$ cat src/design/core_bus_pkg.sv
`default_nettype none

package core_bus_pkg;

    localparam int ADR_W = 32;
    localparam int DAT_W = 32;
    localparam int SEL_W = 4;  // One strobe per byte lane

    typedef enum logic {
        GNT_FETCH = 1'b0,
        GNT_DATA  = 1'b1
    } grant_e;

endpackage

`default_nettype wire

$ cat src/design/mips_isa_pkg.sv
`default_nettype none

package mips_isa_pkg;

    localparam int XLEN       = 32;
    localparam int REG_ADDR_W = 5;

    localparam logic [XLEN-1:0] RESET_PC = '0;

    localparam logic [5:0] OP_SPECIAL = 6'h00;
    localparam logic [5:0] OP_ADDIU   = 6'h09;
    localparam logic [5:0] OP_ORI     = 6'h0d;
    localparam logic [5:0] OP_LUI     = 6'h0f;
    localparam logic [5:0] OP_LW      = 6'h23;
    localparam logic [5:0] OP_SW      = 6'h2b;
    localparam logic [5:0] OP_BEQ     = 6'h04;
    localparam logic [5:0] OP_BNE     = 6'h05;

    localparam logic [5:0] FN_ADDU = 6'h21;
    localparam logic [5:0] FN_SUBU = 6'h23;
    localparam logic [5:0] FN_AND  = 6'h24;
    localparam logic [5:0] FN_OR   = 6'h25;
    localparam logic [5:0] FN_XOR  = 6'h26;
    localparam logic [5:0] FN_SLT  = 6'h2a;

    typedef struct packed {
        logic [5:0] opcode;
        logic [4:0] rs;
        logic [4:0] rt;
        logic [4:0] rd;
        logic [4:0] shamt;
        logic [5:0] funct;
    } r_type_t;

    typedef struct packed {
        logic [5:0]  opcode;
        logic [4:0]  rs;
        logic [4:0]  rt;
        logic [15:0] imm16;
    } i_type_t;

    typedef union packed {
        r_type_t r_view;
        i_type_t i_view;
    } instr_t;

    typedef enum logic [3:0] {
        ALU_ADD,
        ALU_SUB,
        ALU_AND,
        ALU_OR,
        ALU_XOR,
        ALU_SLT,
        ALU_LUI
    } alu_op_e;

endpackage

`default_nettype wire
$ cat src/design/inst_stream_if.sv
`timescale 1ns/10ps
`default_nettype none

interface inst_stream_if;

    logic                          valid;
    mips_isa_pkg::instr_t          instr;
    logic [mips_isa_pkg::XLEN-1:0] pc;
    logic                          accept;
    logic                          redirect;  // Taken branch, flush and refetch
    logic [mips_isa_pkg::XLEN-1:0] target;

    modport producer (
        output valid, instr, pc,
        input  accept, redirect, target
    );

    modport consumer (
        input  valid, instr, pc,
        output accept, redirect, target
    );

endinterface

`default_nettype wire

$ cat src/design/mem_port_if.sv
`timescale 1ns/10ps
`default_nettype none

interface mem_port_if;

    logic                           cyc;
    logic                           stb;
    logic                           we;
    logic [core_bus_pkg::ADR_W-1:0] adr;
    logic [core_bus_pkg::DAT_W-1:0] dat_w;
    logic [core_bus_pkg::SEL_W-1:0] sel;
    logic [core_bus_pkg::DAT_W-1:0] dat_r;
    logic                           ack;

    modport requester (
        output cyc, stb, we, adr, dat_w, sel,
        input  dat_r, ack
    );

    modport arbiter (
        input  cyc, stb, we, adr, dat_w, sel,
        output dat_r, ack
    );

endinterface

`default_nettype wire

$ cat src/design/mini_mips_top.sv
`timescale 1ns/10ps
`default_nettype none

module mini_mips_top (
    input  logic                                cpu_clk_50M,
    input  logic                                arst_n_i,

    output logic                                wb_cyc_o,
    output logic                                wb_stb_o,
    output logic                                wb_we_o,
    output logic [core_bus_pkg::ADR_W-1:0]      wb_adr_o,
    output logic [core_bus_pkg::DAT_W-1:0]      wb_dat_o,
    output logic [core_bus_pkg::SEL_W-1:0]      wb_sel_o,
    input  logic [core_bus_pkg::DAT_W-1:0]      wb_dat_i,
    input  logic                                wb_ack_i,

    output logic [mips_isa_pkg::XLEN-1:0]       debug_wb_pc_o,
    output logic                                debug_wb_rf_wen_o,
    output logic [mips_isa_pkg::REG_ADDR_W-1:0] debug_wb_rf_wnum_o,
    output logic [mips_isa_pkg::XLEN-1:0]       debug_wb_rf_wdata_o
);

    mem_port_if    fetch_port ();
    mem_port_if    data_port ();
    inst_stream_if stream ();

    fetch_unit fetch_unit0 (
        .cpu_clk_50M (cpu_clk_50M),
        .arst_n_i    (arst_n_i),
        .bus         (fetch_port.requester),
        .stream      (stream.producer)
    );

    exec_unit exec_unit0 (
        .cpu_clk_50M   (cpu_clk_50M),
        .arst_n_i      (arst_n_i),
        .stream        (stream.consumer),
        .bus           (data_port.requester),
        .debug_pc_o    (debug_wb_pc_o),
        .debug_wen_o   (debug_wb_rf_wen_o),
        .debug_wnum_o  (debug_wb_rf_wnum_o),
        .debug_wdata_o (debug_wb_rf_wdata_o)
    );

    bus_arbiter bus_arbiter0 (
        .cpu_clk_50M (cpu_clk_50M),
        .arst_n_i    (arst_n_i),
        .fetch_port  (fetch_port.arbiter),
        .data_port   (data_port.arbiter),
        .wb_cyc_o    (wb_cyc_o),
        .wb_stb_o    (wb_stb_o),
        .wb_we_o     (wb_we_o),
        .wb_adr_o    (wb_adr_o),
        .wb_dat_o    (wb_dat_o),
        .wb_sel_o    (wb_sel_o),
        .wb_dat_i    (wb_dat_i),
        .wb_ack_i    (wb_ack_i)
    );

endmodule

`default_nettype wire

$ cat src/design/bus_arbiter.sv
`timescale 1ns/10ps
`default_nettype none

module bus_arbiter (
    input  logic                           cpu_clk_50M,
    input  logic                           arst_n_i,
    mem_port_if.arbiter                    fetch_port,
    mem_port_if.arbiter                    data_port,
    output logic                           wb_cyc_o,
    output logic                           wb_stb_o,
    output logic                           wb_we_o,
    output logic [core_bus_pkg::ADR_W-1:0] wb_adr_o,
    output logic [core_bus_pkg::DAT_W-1:0] wb_dat_o,
    output logic [core_bus_pkg::SEL_W-1:0] wb_sel_o,
    input  logic [core_bus_pkg::DAT_W-1:0] wb_dat_i,
    input  logic                           wb_ack_i
);

    core_bus_pkg::grant_e gnt_q;
    logic                 owned_q;  // Bus locked until ack
    logic                 to_data;

    assign to_data = (gnt_q == core_bus_pkg::GNT_DATA);

    always_ff @(posedge cpu_clk_50M or negedge arst_n_i) begin
        if (!arst_n_i) begin
            gnt_q   <= core_bus_pkg::GNT_FETCH;
            owned_q <= 1'b0;
        end else if (!owned_q) begin
            if (data_port.cyc) begin
                gnt_q   <= core_bus_pkg::GNT_DATA;  // Data wins a tie
                owned_q <= 1'b1;
            end else if (fetch_port.cyc) begin
                gnt_q   <= core_bus_pkg::GNT_FETCH;
                owned_q <= 1'b1;
            end
        end else if (wb_ack_i) begin
            owned_q <= 1'b0;
        end
    end

    assign wb_cyc_o = owned_q && (to_data ? data_port.cyc : fetch_port.cyc);
    assign wb_stb_o = owned_q && (to_data ? data_port.stb : fetch_port.stb);
    assign wb_we_o  = to_data ? data_port.we    : fetch_port.we;
    assign wb_adr_o = to_data ? data_port.adr   : fetch_port.adr;
    assign wb_dat_o = to_data ? data_port.dat_w : fetch_port.dat_w;
    assign wb_sel_o = to_data ? data_port.sel   : fetch_port.sel;

    assign data_port.ack    = owned_q && to_data && wb_ack_i;
    assign fetch_port.ack   = owned_q && !to_data && wb_ack_i;
    assign data_port.dat_r  = to_data ? wb_dat_i : '0;
    assign fetch_port.dat_r = to_data ? '0 : wb_dat_i;

endmodule

`default_nettype wire

$ cat src/design/exec_unit.sv
`timescale 1ns/10ps
`default_nettype none

module exec_unit (
    input  logic                                cpu_clk_50M,
    input  logic                                arst_n_i,
    inst_stream_if.consumer                     stream,
    mem_port_if.requester                       bus,
    output logic [mips_isa_pkg::XLEN-1:0]       debug_pc_o,
    output logic                                debug_wen_o,
    output logic [mips_isa_pkg::REG_ADDR_W-1:0] debug_wnum_o,
    output logic [mips_isa_pkg::XLEN-1:0]       debug_wdata_o
);

    mips_isa_pkg::instr_t                inst;
    mips_isa_pkg::alu_op_e               alu_op;
    logic [mips_isa_pkg::XLEN-1:0]       rd1;
    logic [mips_isa_pkg::XLEN-1:0]       rd2;
    logic [mips_isa_pkg::XLEN-1:0]       imm_sext;
    logic [mips_isa_pkg::XLEN-1:0]       src_b;
    logic [mips_isa_pkg::XLEN-1:0]       alu_res;
    logic [mips_isa_pkg::REG_ADDR_W-1:0] dst;
    logic                                use_imm;
    logic                                zero_ext;
    logic                                alu_wr;
    logic                                is_load;
    logic                                is_store;
    logic                                is_beq;
    logic                                is_bne;
    logic                                taken;
    logic                                ld_done;
    logic                                rf_we;
    logic [mips_isa_pkg::REG_ADDR_W-1:0] rf_wa;
    logic [mips_isa_pkg::XLEN-1:0]       rf_wd;
    logic [mips_isa_pkg::XLEN-1:0]       wr_pc;
    logic                                mem_q;     // Load or store on the bus
    logic                                mem_we_q;
    logic [mips_isa_pkg::XLEN-1:0]       adr_q;
    logic [mips_isa_pkg::XLEN-1:0]       dat_q;
    logic [mips_isa_pkg::REG_ADDR_W-1:0] ld_wa_q;
    logic [mips_isa_pkg::XLEN-1:0]       mem_pc_q;

    assign inst     = stream.instr;
    assign imm_sext = {{16{inst.i_view.imm16[15]}}, inst.i_view.imm16};

    always_comb begin
        alu_op   = mips_isa_pkg::ALU_ADD;
        dst      = inst.i_view.rt;
        use_imm  = 1'b1;
        zero_ext = 1'b0;
        alu_wr   = 1'b0;
        is_load  = 1'b0;
        is_store = 1'b0;
        is_beq   = 1'b0;
        is_bne   = 1'b0;
        case (inst.r_view.opcode)
            mips_isa_pkg::OP_SPECIAL: begin
                dst     = inst.r_view.rd;
                use_imm = 1'b0;
                alu_wr  = 1'b1;
                case (inst.r_view.funct)
                    mips_isa_pkg::FN_ADDU: alu_op = mips_isa_pkg::ALU_ADD;
                    mips_isa_pkg::FN_SUBU: alu_op = mips_isa_pkg::ALU_SUB;
                    mips_isa_pkg::FN_AND:  alu_op = mips_isa_pkg::ALU_AND;
                    mips_isa_pkg::FN_OR:   alu_op = mips_isa_pkg::ALU_OR;
                    mips_isa_pkg::FN_XOR:  alu_op = mips_isa_pkg::ALU_XOR;
                    mips_isa_pkg::FN_SLT:  alu_op = mips_isa_pkg::ALU_SLT;
                    default:               alu_wr = 1'b0;  // Unsupported funct is a no-op
                endcase
            end
            mips_isa_pkg::OP_ADDIU: alu_wr = 1'b1;
            mips_isa_pkg::OP_ORI: begin
                alu_op   = mips_isa_pkg::ALU_OR;
                zero_ext = 1'b1;
                alu_wr   = 1'b1;
            end
            mips_isa_pkg::OP_LUI: begin
                alu_op = mips_isa_pkg::ALU_LUI;
                alu_wr = 1'b1;
            end
            mips_isa_pkg::OP_LW:  is_load  = 1'b1;
            mips_isa_pkg::OP_SW:  is_store = 1'b1;
            mips_isa_pkg::OP_BEQ: is_beq   = 1'b1;
            mips_isa_pkg::OP_BNE: is_bne   = 1'b1;
            default:              alu_wr   = 1'b0;
        endcase
    end

    assign src_b = !use_imm ? rd2 :
                   zero_ext ? {16'h0000, inst.i_view.imm16} : imm_sext;

    always_comb begin
        case (alu_op)
            mips_isa_pkg::ALU_ADD: alu_res = rd1 + src_b;
            mips_isa_pkg::ALU_SUB: alu_res = rd1 - src_b;
            mips_isa_pkg::ALU_AND: alu_res = rd1 & src_b;
            mips_isa_pkg::ALU_OR:  alu_res = rd1 | src_b;
            mips_isa_pkg::ALU_XOR: alu_res = rd1 ^ src_b;
            mips_isa_pkg::ALU_SLT: alu_res = {31'd0, $signed(rd1) < $signed(src_b)};
            mips_isa_pkg::ALU_LUI: alu_res = {inst.i_view.imm16, 16'h0000};
            default:               alu_res = '0;
        endcase
    end

    assign taken = (is_beq && (rd1 == rd2)) || (is_bne && (rd1 != rd2));

    assign stream.accept   = stream.valid && !mem_q;
    assign stream.redirect = stream.accept && taken;
    assign stream.target   = stream.pc + 32'd4 + {imm_sext[29:0], 2'b00};

    // Load data and ALU results share the single write port
    assign ld_done = mem_q && bus.ack && !mem_we_q;
    assign rf_wa   = ld_done ? ld_wa_q : dst;
    assign rf_wd   = ld_done ? bus.dat_r : alu_res;
    assign wr_pc   = ld_done ? mem_pc_q : stream.pc;
    assign rf_we   = (ld_done || (stream.accept && alu_wr)) && (rf_wa != '0);

    reg_file reg_file0 (
        .cpu_clk_50M (cpu_clk_50M),
        .arst_n_i    (arst_n_i),
        .ra1_i       (inst.r_view.rs),
        .ra2_i       (inst.r_view.rt),
        .wa_i        (rf_wa),
        .we_i        (rf_we),
        .wd_i        (rf_wd),
        .rd1_o       (rd1),
        .rd2_o       (rd2)
    );

    always_ff @(posedge cpu_clk_50M or negedge arst_n_i) begin
        if (!arst_n_i) begin
            mem_q       <= 1'b0;
            debug_wen_o <= 1'b0;
        end else begin
            if (stream.accept && (is_load || is_store)) begin
                mem_q <= 1'b1;
            end else if (bus.ack) begin
                mem_q <= 1'b0;
            end
            debug_wen_o <= rf_we;
        end
    end

    always_ff @(posedge cpu_clk_50M) begin
        if (stream.accept) begin
            adr_q    <= rd1 + imm_sext;
            dat_q    <= rd2;
            mem_we_q <= is_store;
            ld_wa_q  <= inst.i_view.rt;
            mem_pc_q <= stream.pc;
        end
        if (rf_we) begin
            debug_pc_o    <= wr_pc;
            debug_wnum_o  <= rf_wa;
            debug_wdata_o <= rf_wd;
        end
    end

    assign bus.cyc   = mem_q;
    assign bus.stb   = mem_q;
    assign bus.we    = mem_we_q;
    assign bus.adr   = adr_q;
    assign bus.dat_w = dat_q;
    assign bus.sel   = '1;  // Full words only

endmodule

`default_nettype wire

$ cat src/design/reg_file.sv
`timescale 1ns/10ps
`default_nettype none

module reg_file (
    input  logic                                cpu_clk_50M,
    input  logic                                arst_n_i,
    input  logic [mips_isa_pkg::REG_ADDR_W-1:0] ra1_i,
    input  logic [mips_isa_pkg::REG_ADDR_W-1:0] ra2_i,
    input  logic [mips_isa_pkg::REG_ADDR_W-1:0] wa_i,
    input  logic                                we_i,
    input  logic [mips_isa_pkg::XLEN-1:0]       wd_i,
    output logic [mips_isa_pkg::XLEN-1:0]       rd1_o,
    output logic [mips_isa_pkg::XLEN-1:0]       rd2_o
);

    logic [mips_isa_pkg::XLEN-1:0] regs [1:31];  // $zero has no storage

    always_ff @(posedge cpu_clk_50M or negedge arst_n_i) begin
        if (!arst_n_i) begin
            for (int i = 1; i < 32; i++) begin
                regs[i] <= '0;
            end
        end else if (we_i && (wa_i != '0)) begin
            regs[wa_i] <= wd_i;
        end
    end

    assign rd1_o = (ra1_i == '0) ? '0 : regs[ra1_i];
    assign rd2_o = (ra2_i == '0) ? '0 : regs[ra2_i];

endmodule

`default_nettype wire

$ cat src/design/fetch_unit.sv
`timescale 1ns/10ps
`default_nettype none

module fetch_unit (
    input  logic            cpu_clk_50M,
    input  logic            arst_n_i,
    mem_port_if.requester   bus,
    inst_stream_if.producer stream
);

    logic [mips_isa_pkg::XLEN-1:0] pc_q;       // Next sequential fetch address
    logic [mips_isa_pkg::XLEN-1:0] req_adr_q;
    logic                          req_q;
    logic                          stale_q;    // Read in flight belongs to a flushed path
    logic                          buf_valid_q;
    mips_isa_pkg::instr_t          buf_instr_q;
    logic [mips_isa_pkg::XLEN-1:0] buf_pc_q;
    logic                          take;
    logic                          issue;
    logic                          keep_word;
    logic [mips_isa_pkg::XLEN-1:0] fetch_adr;

    assign take      = stream.valid && stream.accept;
    assign issue     = !req_q && (!buf_valid_q || take);
    assign fetch_adr = stream.redirect ? stream.target : pc_q;
    assign keep_word = bus.ack && !stale_q && !stream.redirect;

    always_ff @(posedge cpu_clk_50M or negedge arst_n_i) begin
        if (!arst_n_i) begin
            pc_q        <= mips_isa_pkg::RESET_PC;
            req_q       <= 1'b0;
            stale_q     <= 1'b0;
            buf_valid_q <= 1'b0;
        end else begin
            if (issue) begin
                pc_q <= fetch_adr + 32'd4;
            end else if (stream.redirect) begin
                pc_q <= stream.target;
            end
            if (issue) begin
                req_q <= 1'b1;
            end else if (bus.ack) begin
                req_q <= 1'b0;  // Gives the idle cycle between transfers
            end
            if (bus.ack) begin
                stale_q <= 1'b0;
            end else if (stream.redirect && req_q) begin
                stale_q <= 1'b1;
            end
            if (keep_word) begin
                buf_valid_q <= 1'b1;
            end else if (take) begin
                buf_valid_q <= 1'b0;
            end
        end
    end

    always_ff @(posedge cpu_clk_50M) begin
        if (issue) begin
            req_adr_q <= fetch_adr;
        end
        if (keep_word) begin
            buf_instr_q <= mips_isa_pkg::instr_t'(bus.dat_r);
            buf_pc_q    <= req_adr_q;
        end
    end

    assign bus.cyc   = req_q;
    assign bus.stb   = req_q;
    assign bus.we    = 1'b0;
    assign bus.adr   = req_adr_q;
    assign bus.dat_w = '0;
    assign bus.sel   = '1;

    assign stream.valid = buf_valid_q;
    assign stream.instr = buf_instr_q;
    assign stream.pc    = buf_pc_q;

endmodule

`default_nettype wire

$ cat config.mk
export PLATFORM = sky130hd
export DESIGN_NAME = mini_mips_top
export DESIGN_NICKNAME = d
export VERILOG_FILES = /design/src/design/core_bus_pkg.sv /design/src/design/mips_isa_pkg.sv /design/src/design/inst_stream_if.sv /design/src/design/mem_port_if.sv /design/src/design/mini_mips_top.sv /design/src/design/bus_arbiter.sv /design/src/design/exec_unit.sv /design/src/design/reg_file.sv /design/src/design/fetch_unit.sv
export SDC_FILE = /design/constraint.sdc
export NUM_CORES = 2
export LEC_CHECK = 0
export ABC_CLOCK_PERIOD_IN_PS = 9900
export BUFFER_PORTS_ARGS = -buffer_cell sky130_fd_sc_hd__buf_2
export CORE_ASPECT_RATIO = 1.75
export CORE_UTILIZATION = 52
export DETAILED_ROUTE_END_ITERATION = 8
export PLACE_DENSITY = 0.71
export SLEW_MARGIN = 0
export SYNTH_ARGS = -nofsm -noshare
export SYNTH_HDL_FRONTEND = slang
export SYNTH_SLANG_ARGS = --single-unit
$ cat constraint.sdc
create_clock -name cpu_clk_50M -period 9.9 [get_ports cpu_clk_50M]
set_input_delay 1.98 -clock cpu_clk_50M [delete_from_list [all_inputs] [get_ports cpu_clk_50M]]
set_output_delay 1.98 -clock cpu_clk_50M [all_outputs]
set_load 0.02 [all_outputs]
# --- Word-level counts from Yosys, hierarchy flattened ---
# Index checks and enable logic that the tools add are counted.
totals:
  latch_bits: 0
  regBits: 1298
  out_inout_bits: 141
  word_cells: 182
  mem_count: 0
  romBits: 0
  input_bits: 35
  mem_bits_rw: 0
op_classes:
  muxes: 48
  order_cmp: 5
  n_div: 0
  bitwise: 7
  n_reduce_logical: 45
  n_shift: 0
  n_addsub: 6
  n_mul: 0
  n_eq_ne: 21
op_table:
  columns: ["operator", "count"]
  rows:
  - ["992-bit bitwise mux", 1]
  - ["32-bit 2-to-1 mux", 16]
  - ["32-bit binary-select mux with 5-bit select", 2]
  - ["32-bit one-hot mux with 7 select lines", 1]
  - ["32-bit demux with 5-bit select", 1]
  - ["32-bit adder", 3]
  - ["32-bit by 3-bit adder with 32-bit output, second input constant", 2]
  - ["6-bit equality test, second input constant", 8]
  - ["32-bit AND", 1]
  - ["32-bit equality test", 1]
  - ["32-bit < comparator", 1]
  - ["32-bit inequality test", 1]
  - ["32-bit OR", 1]
  - ["32-bit subtractor", 1]
  - ["32-bit XOR", 1]
  - ["1-bit 2-to-1 mux", 22]
  - ["1-bit logical AND", 21]
  - ["6-bit by 4-bit equality test with 1-bit output, second input constant", 3]
  - ["6-bit >= comparator, second input constant", 3]
  - ["5-bit inverter with 6-bit output", 3]
  - ["3-bit one-hot mux with 5 select lines", 1]
  - ["4-bit by 3-bit equality test with 1-bit output, second input constant", 3]
  - ["6-bit by 3-bit equality test with 1-bit output, second input constant", 2]
  - ["4-bit one-hot mux with 3 select lines", 1]
  - ["16 further kinds", 32]

# --- Depth between registers and ports, before layout ---
logic_depth:
  depth_word: 12
  mapped_depth: 31
  mapped_depth_nobuf: 22

# --- By module ---
# A second synthesis with hierarchy kept.
unflattened:
  hier_cells: 6283
  area_unflattened_um2: 75635.0
by_module_without_submodules:
  columns: ["module", "area_per_inst_um2", "cells_each", "n_inst", "seq_area_each_um2"]
  rows:
  - ["reg_file", 53359.9, 4066, 1, 24823.8]
  - ["exec_unit", 15341.0, 1716, 1, 5185.0]
  - ["fetch_unit", 5337.6, 340, 1, 3758.6]
  - ["bus_arbiter", 1596.5, 161, 1, 50.0]

# --- Least setup slack after synthesis ---
# Ideal clock, no wire load.
synth_timing:
  path_type: "reg2reg"
  from: "register exec_unit0.mem_q (netlist: exec_unit0.bus.cyc)"
  to: "register exec_unit0.reg_file0.regs[148] in the netlist's numbering"
  t_required_ns: 9.767
  t_arrival_ns: 10.547
  setup_time_ns: 0.133
  stages_incl_launch_ff: 12
  synth_period_minus_slack_ns: 10.680
  slack_ns: -0.780
  path_buffers: 3
  path_cell_list: "dfrtp_1 -> nor2b_1 -> a21oi_1 -> a21oi_1 -> nor2b_1 -> buf_2 -> nand3_1 -> or2_2 -> clkbuf_1 -> clkbuf_1 -> nand2_1 -> o21ai_0"
synth_via:
  word_cells_on_any_way: 18
  classes_between: "order compare (2); mux (5); bitwise (1); reduce/logical (10)"
synth_lines:
  columns: ["item", "line", "rtl"]
  rows:
  - ["start, declared", "exec_unit.sv:36", "logic mem_q;"]
  - ["start signal, assigned", "exec_unit.sv:132", "mem_q <= 1'b0;"]
  - ["start signal, assigned", "exec_unit.sv:136", "mem_q <= 1'b1;"]
  - ["start signal, assigned", "exec_unit.sv:138", "mem_q <= 1'b0;"]
  - ["1-bit logical NOT", "exec_unit.sv:107", "assign stream.accept = stream.valid && !mem_q;"]
  - ["1-bit logical AND", "exec_unit.sv:107", null]
  - ["via exec_unit0.stream.accept", "inst_stream_if.sv:20", "output accept, redirect, target"]
  - ["1-bit logical AND", "exec_unit.sv:116", "assign rf_we = (ld_done || (stream.accept && alu_wr)) && (rf_wa != '0);"]
  - ["1-bit logical OR", "exec_unit.sv:116", null]
  - ["1-bit logical AND", "exec_unit.sv:116", null]
  - ["via exec_unit0.reg_file0.we_i", "reg_file.sv:10", "input logic we_i,"]
  - ["1-bit logical AND", "reg_file.sv:23", "end else if (we_i && (wa_i != '0)) begin"]
  - ["end signal, assigned by index", "reg_file.sv:24", "regs[wa_i] <= wd_i;"]
  - ["end, declared", "reg_file.sv:16", "logic [mips_isa_pkg::XLEN-1:0] regs [1:31];"]
# The timed path passes the listed nets, and every way through them passes these cells.
# A chain may end at the register's enable or synchronous reset.

# --- Final worst setup path ---
layout_timing:
  from: "register fetch_unit0.buf_instr_q (netlist bit fetch_unit0.stream.instr[17])"
  to: "register exec_unit0.reg_file0.regs[122] in the netlist's numbering"
layout_via:
  elab_chain_cells: 10
  word_cells_on_any_way: 26
  classes_between: "add/sub (2); order compare (2); mux (12); bitwise (5); reduce/logical (5)"
layout_rtl:
  columns: ["item", "line", "rtl"]
  rows:
  - ["start, declared", "fetch_unit.sv:16", "mips_isa_pkg::instr_t buf_instr_q;"]
  - ["start signal, assigned", "fetch_unit.sv:63", "buf_instr_q <= mips_isa_pkg::instr_t'(bus.dat_r);"]
  - ["5-bit inverter with 6-bit output (implied by the code)", "reg_file.sv:29", "assign rd2_o = (ra2_i == '0) ? '0 : regs[ra2_i];"]
  - ["32-bit binary-select mux with 5-bit select", "reg_file.sv:29", null]
  - ["32-bit 2-to-1 mux (implied by the code) (2 in series)", "reg_file.sv:29", null]
  - ["32-bit 2-to-1 mux (*)", "reg_file.sv:29", null]
  - ["via exec_unit0.rd2, one bit", "exec_unit.sv:18", "logic [mips_isa_pkg::XLEN-1:0] rd2;"]
  - ["32-bit 2-to-1 mux (*)", "exec_unit.sv:89", "assign src_b = !use_imm ? rd2 :"]
  - ["32-bit subtractor or 32-bit adder (tied branches)", "exec_unit.sv:95, exec_unit.sv:94", null]
  - ["32-bit one-hot mux with 7 select lines (*)", "exec_unit.sv:93", "case (alu_op)"]
  - ["32-bit 2-to-1 mux (*)", "exec_unit.sv:114", "assign rf_wd = ld_done ? bus.dat_r : alu_res;"]
  - ["992-bit bitwise mux (*)", "reg_file.sv:24", null]
# Mark *: on every way through the listed nets, which the timed path passes. The rest lies on a longest branch. The select of a mux whose other input is x is not followed.

==> out/metrics.yaml <==
ys_ff_latch: 1298
place_inst: 8635
ctsResizeCount: 0
max_freq_mhz: 117.9
fin_ws_ns: 1.418
min_period_ns: 8.483
place_congestion: 1.057
post_drt_wl_per_cell_um: 31.22
postCtsHoldBufs: 0
cts_buffers: 114
synth_top_cell_by_area: "dfrtp_1"
critPathKind: "register to register"
routed_wl_um: 276400
worst_setup_path_start_kind: "register"
cts.sinks: 1298
synth_mux_area_share_pct: 15.78
synth_simple_gate_area_share_pct: 11.32
syn2layout_area_growth_pct: 8.335
arrival_ns: 9.08
die-area_um2: 141200
grt_overflow: 0
clkTransAtPathRegs_ns: 0.06
cp_max_fo: 66
die_w_um: 284.5
drtAntennaViolNets: 0
drt_pre_antenna_iters: 9
yosysUniqueCellTypes: 102
grt_max_degree: 183
slew_headroom_pct: 8.233
nNetsFinal: 7132
final-hold-violation-count: 0
root_buffer: "clkbuf_16"
synthCells: 7073
drc: 4
htree_levels: 3
port_buffers: 171
synth_ff_type: "dfrtp_1"
synth_most_common_cell: "nand2_1"
status: "finished, violations left"
start_util_pct: 52.32
vias_per_cell: 6.722
core-area_um2: 138800
rows: 181
drt_iter0_markers: 6460
antenna_found_initial: 11
gr-usage-all-layers_pct: 38.87
cts_buffer_depth: 3
cts_tree: "done"
nFillCells: 11780
synth_top_family_by_area: "compound AO/OA/AOI/OAI gates"
maxSlewViolCount: 0
rsz0062_at_grt: "no"
maxCapViolCount: 0
synth_area_um2: 72640
insertion_delay_ns: 0.78
finalCritPeriodShare_pct: 85.68
detailedPlace.worstSlack_ns: 1.634
async_reset_ff_share_pct: 79.43
synth-edff-count: 267
ir_drop_mv: 0.2479
die_h_um: 496.4
avgSynthCellArea_um2: 10.27
total_power_uw: 22790
critPathCaptureType: "register"
final-setup-viol-count: 0
violations: "design-rule violations"
worstMarginPinSlew_ns: 1.372
yosys-top-cells-area: "dfrtp_1, edfxtp_1, o21ai_0, nand2_1, mux4_2"
required_ns: 10.49
synth_fa_ha_area_share_pct: 3.087
grt_pass1_vias: 59490
synth-compound-area-share_pct: 16.55
fin_skew_ns: 0.02835
vias: 59510
drive_gt1_share_pct: 15.28
grt_pass1_wl_um: 398400
yosysTopAreaCellShare_pct: 35.52
tns_ns: 0
yosys_warnings: 0
synth_commonest_cells: "nand2_1, o21ai_0, dfrtp_1"
boundaryPins: 176
cts_setup_buffers: 0
power_leakage_uw: 0.03414
synth_xor_area_share_pct: 1.616
min_path_type: "register to register"
post-dp-hpwl_um: 180000
powerDensity_nw_per_um2: 289.7
fin_cells: 8853
yosysSeqAreaShare_pct: 46.56
## path summary, 6_finish.rpt
path	startpoint	to	slack (ns)	depth (start not counted)
max in group asynchronous	arst_n_i	exec_unit0.reg_file0.regs[216]	6.30	3
worst max-delay path	fetch_unit0.stream.instr[17]	exec_unit0.reg_file0.regs[122]	1.42	23
worst min-delay path	fetch_unit0.bus.adr[20]	fetch_unit0.stream.pc[20]	0.45	0
min in group asynchronous	arst_n_i	exec_unit0.reg_file0.regs[332]	1.18	1
worst max register to register	fetch_unit0.stream.instr[17]	exec_unit0.reg_file0.regs[122]	1.42	23
worst min register to register	fetch_unit0.bus.adr[20]	fetch_unit0.stream.pc[20]	0.45	0
## cell type report
| type | count | area [µm²] | share of cell area (%) |
|---|---|---|---|
| clock buffer | 160 | 3311 | 4.207 |
| inverter | 174 | 653.1 | 0.8300 |
| timing repair buffer | 340 | 2297 | 2.919 |
| sequential | 1298 | 33820 | 42.98 |
| antenna | 6 | 15.01 | 0.01908 |
| clock inverter | 52 | 726.9 | 0.9238 |
| multi-input combinational | 4993 | 35580 | 45.21 |
| tap | 1830 | 2290 | 2.910 |
## cell usage in the layout (no fill, tap or decap), types with 134 or more instances in the layout
cell type	instances
ha_1	172
nor2_1	134
edfxtp_1	267
a21oi_1	152
nand2_1	1317
dfrtp_1	1030
mux2_2	166
o21ai_0	1080
buf_4	156
mux2i_1	404
a22oi_1	216
mux4_2	212
inv_1	174
buf_2	170
## where the power goes
| part | internal, µW | leakage, µW | switching (µW) |
|---|---|---|---|
| registers | 6490 | 0.0169 | 649 |
| logic | 3210 | 0.0153 | 7570 |
| clock network | 2730 | 0.00197 | 2140 |
## cell families after synthesis
family,after synthesis
AOI/OAI and AO/OA,1977
xor gates and xnor gates,134
adders and majority gates,177
buffers and inverters,785
DFF,1298
muxes,812
other,1
and+or+nand+nor,1889
## worst max-delay path, stage by stage (launching register included)
cell	delay, ns
edfxtp_1	0.79
buf_12	0.40
buf_4	0.47
mux2_2	0.39
a221oi_1	0.35
a221oi_1	0.12
a221o_1	0.39
nand2_1	0.10
nand2_1	0.07
ha_1	0.38
inv_1	0.11
o21bai_1	0.38
a21oi_1	0.16
o21ai_0	0.96
a211o_1	0.40
a311oi_1	0.28
nor2_1	0.39
nor2_1	0.12
o21ai_1	0.70
a21oi_1	0.23
mux2i_1	0.18
o22ai_2	0.22
buf_4	0.36
o21ai_0	0.16
## sequential cells by signal (all words and copies together), names as in the netlist, 5 cells and up
name,cells
fetch_unit0.bus.adr,32
exec_unit0.ld_wa_q,5
exec_unit0.debug_wnum_o,5
exec_unit0.mem_pc_q,32
exec_unit0.bus.dat_w,32
exec_unit0.debug_pc_o,32
fetch_unit0.stream.pc,32
fetch_unit0.stream.instr,32
exec_unit0.reg_file0.regs,992
exec_unit0.bus.adr,32
exec_unit0.debug_wdata_o,32
fetch_unit0.pc_q,32
## routing by layer
metal	routed length (µm)	track usage (%)
met1	88280	41.26
met2	130500	63.66
met3	26010	8.941
met4	31550	37.18
met5	47	0.2027
## per-stage QoR
| step | hold slack [ns] | util (%) | area (µm²) |
|---|---|---|---|
| after detailed placement | 0.4305 | 53.76 | 74630 |
| after global routing | 0.4567 | 56.68 | 78680 |
| after global placement | 0.4233 | 53.76 | 74630 |
| final | 0.4450 | 56.68 | 78690 |
| after CTS | 0.4435 | 56.67 | 78670 |
| after floorplan | 0.4206 | - | 72650 |
Power figures use the tool's default switching activity.
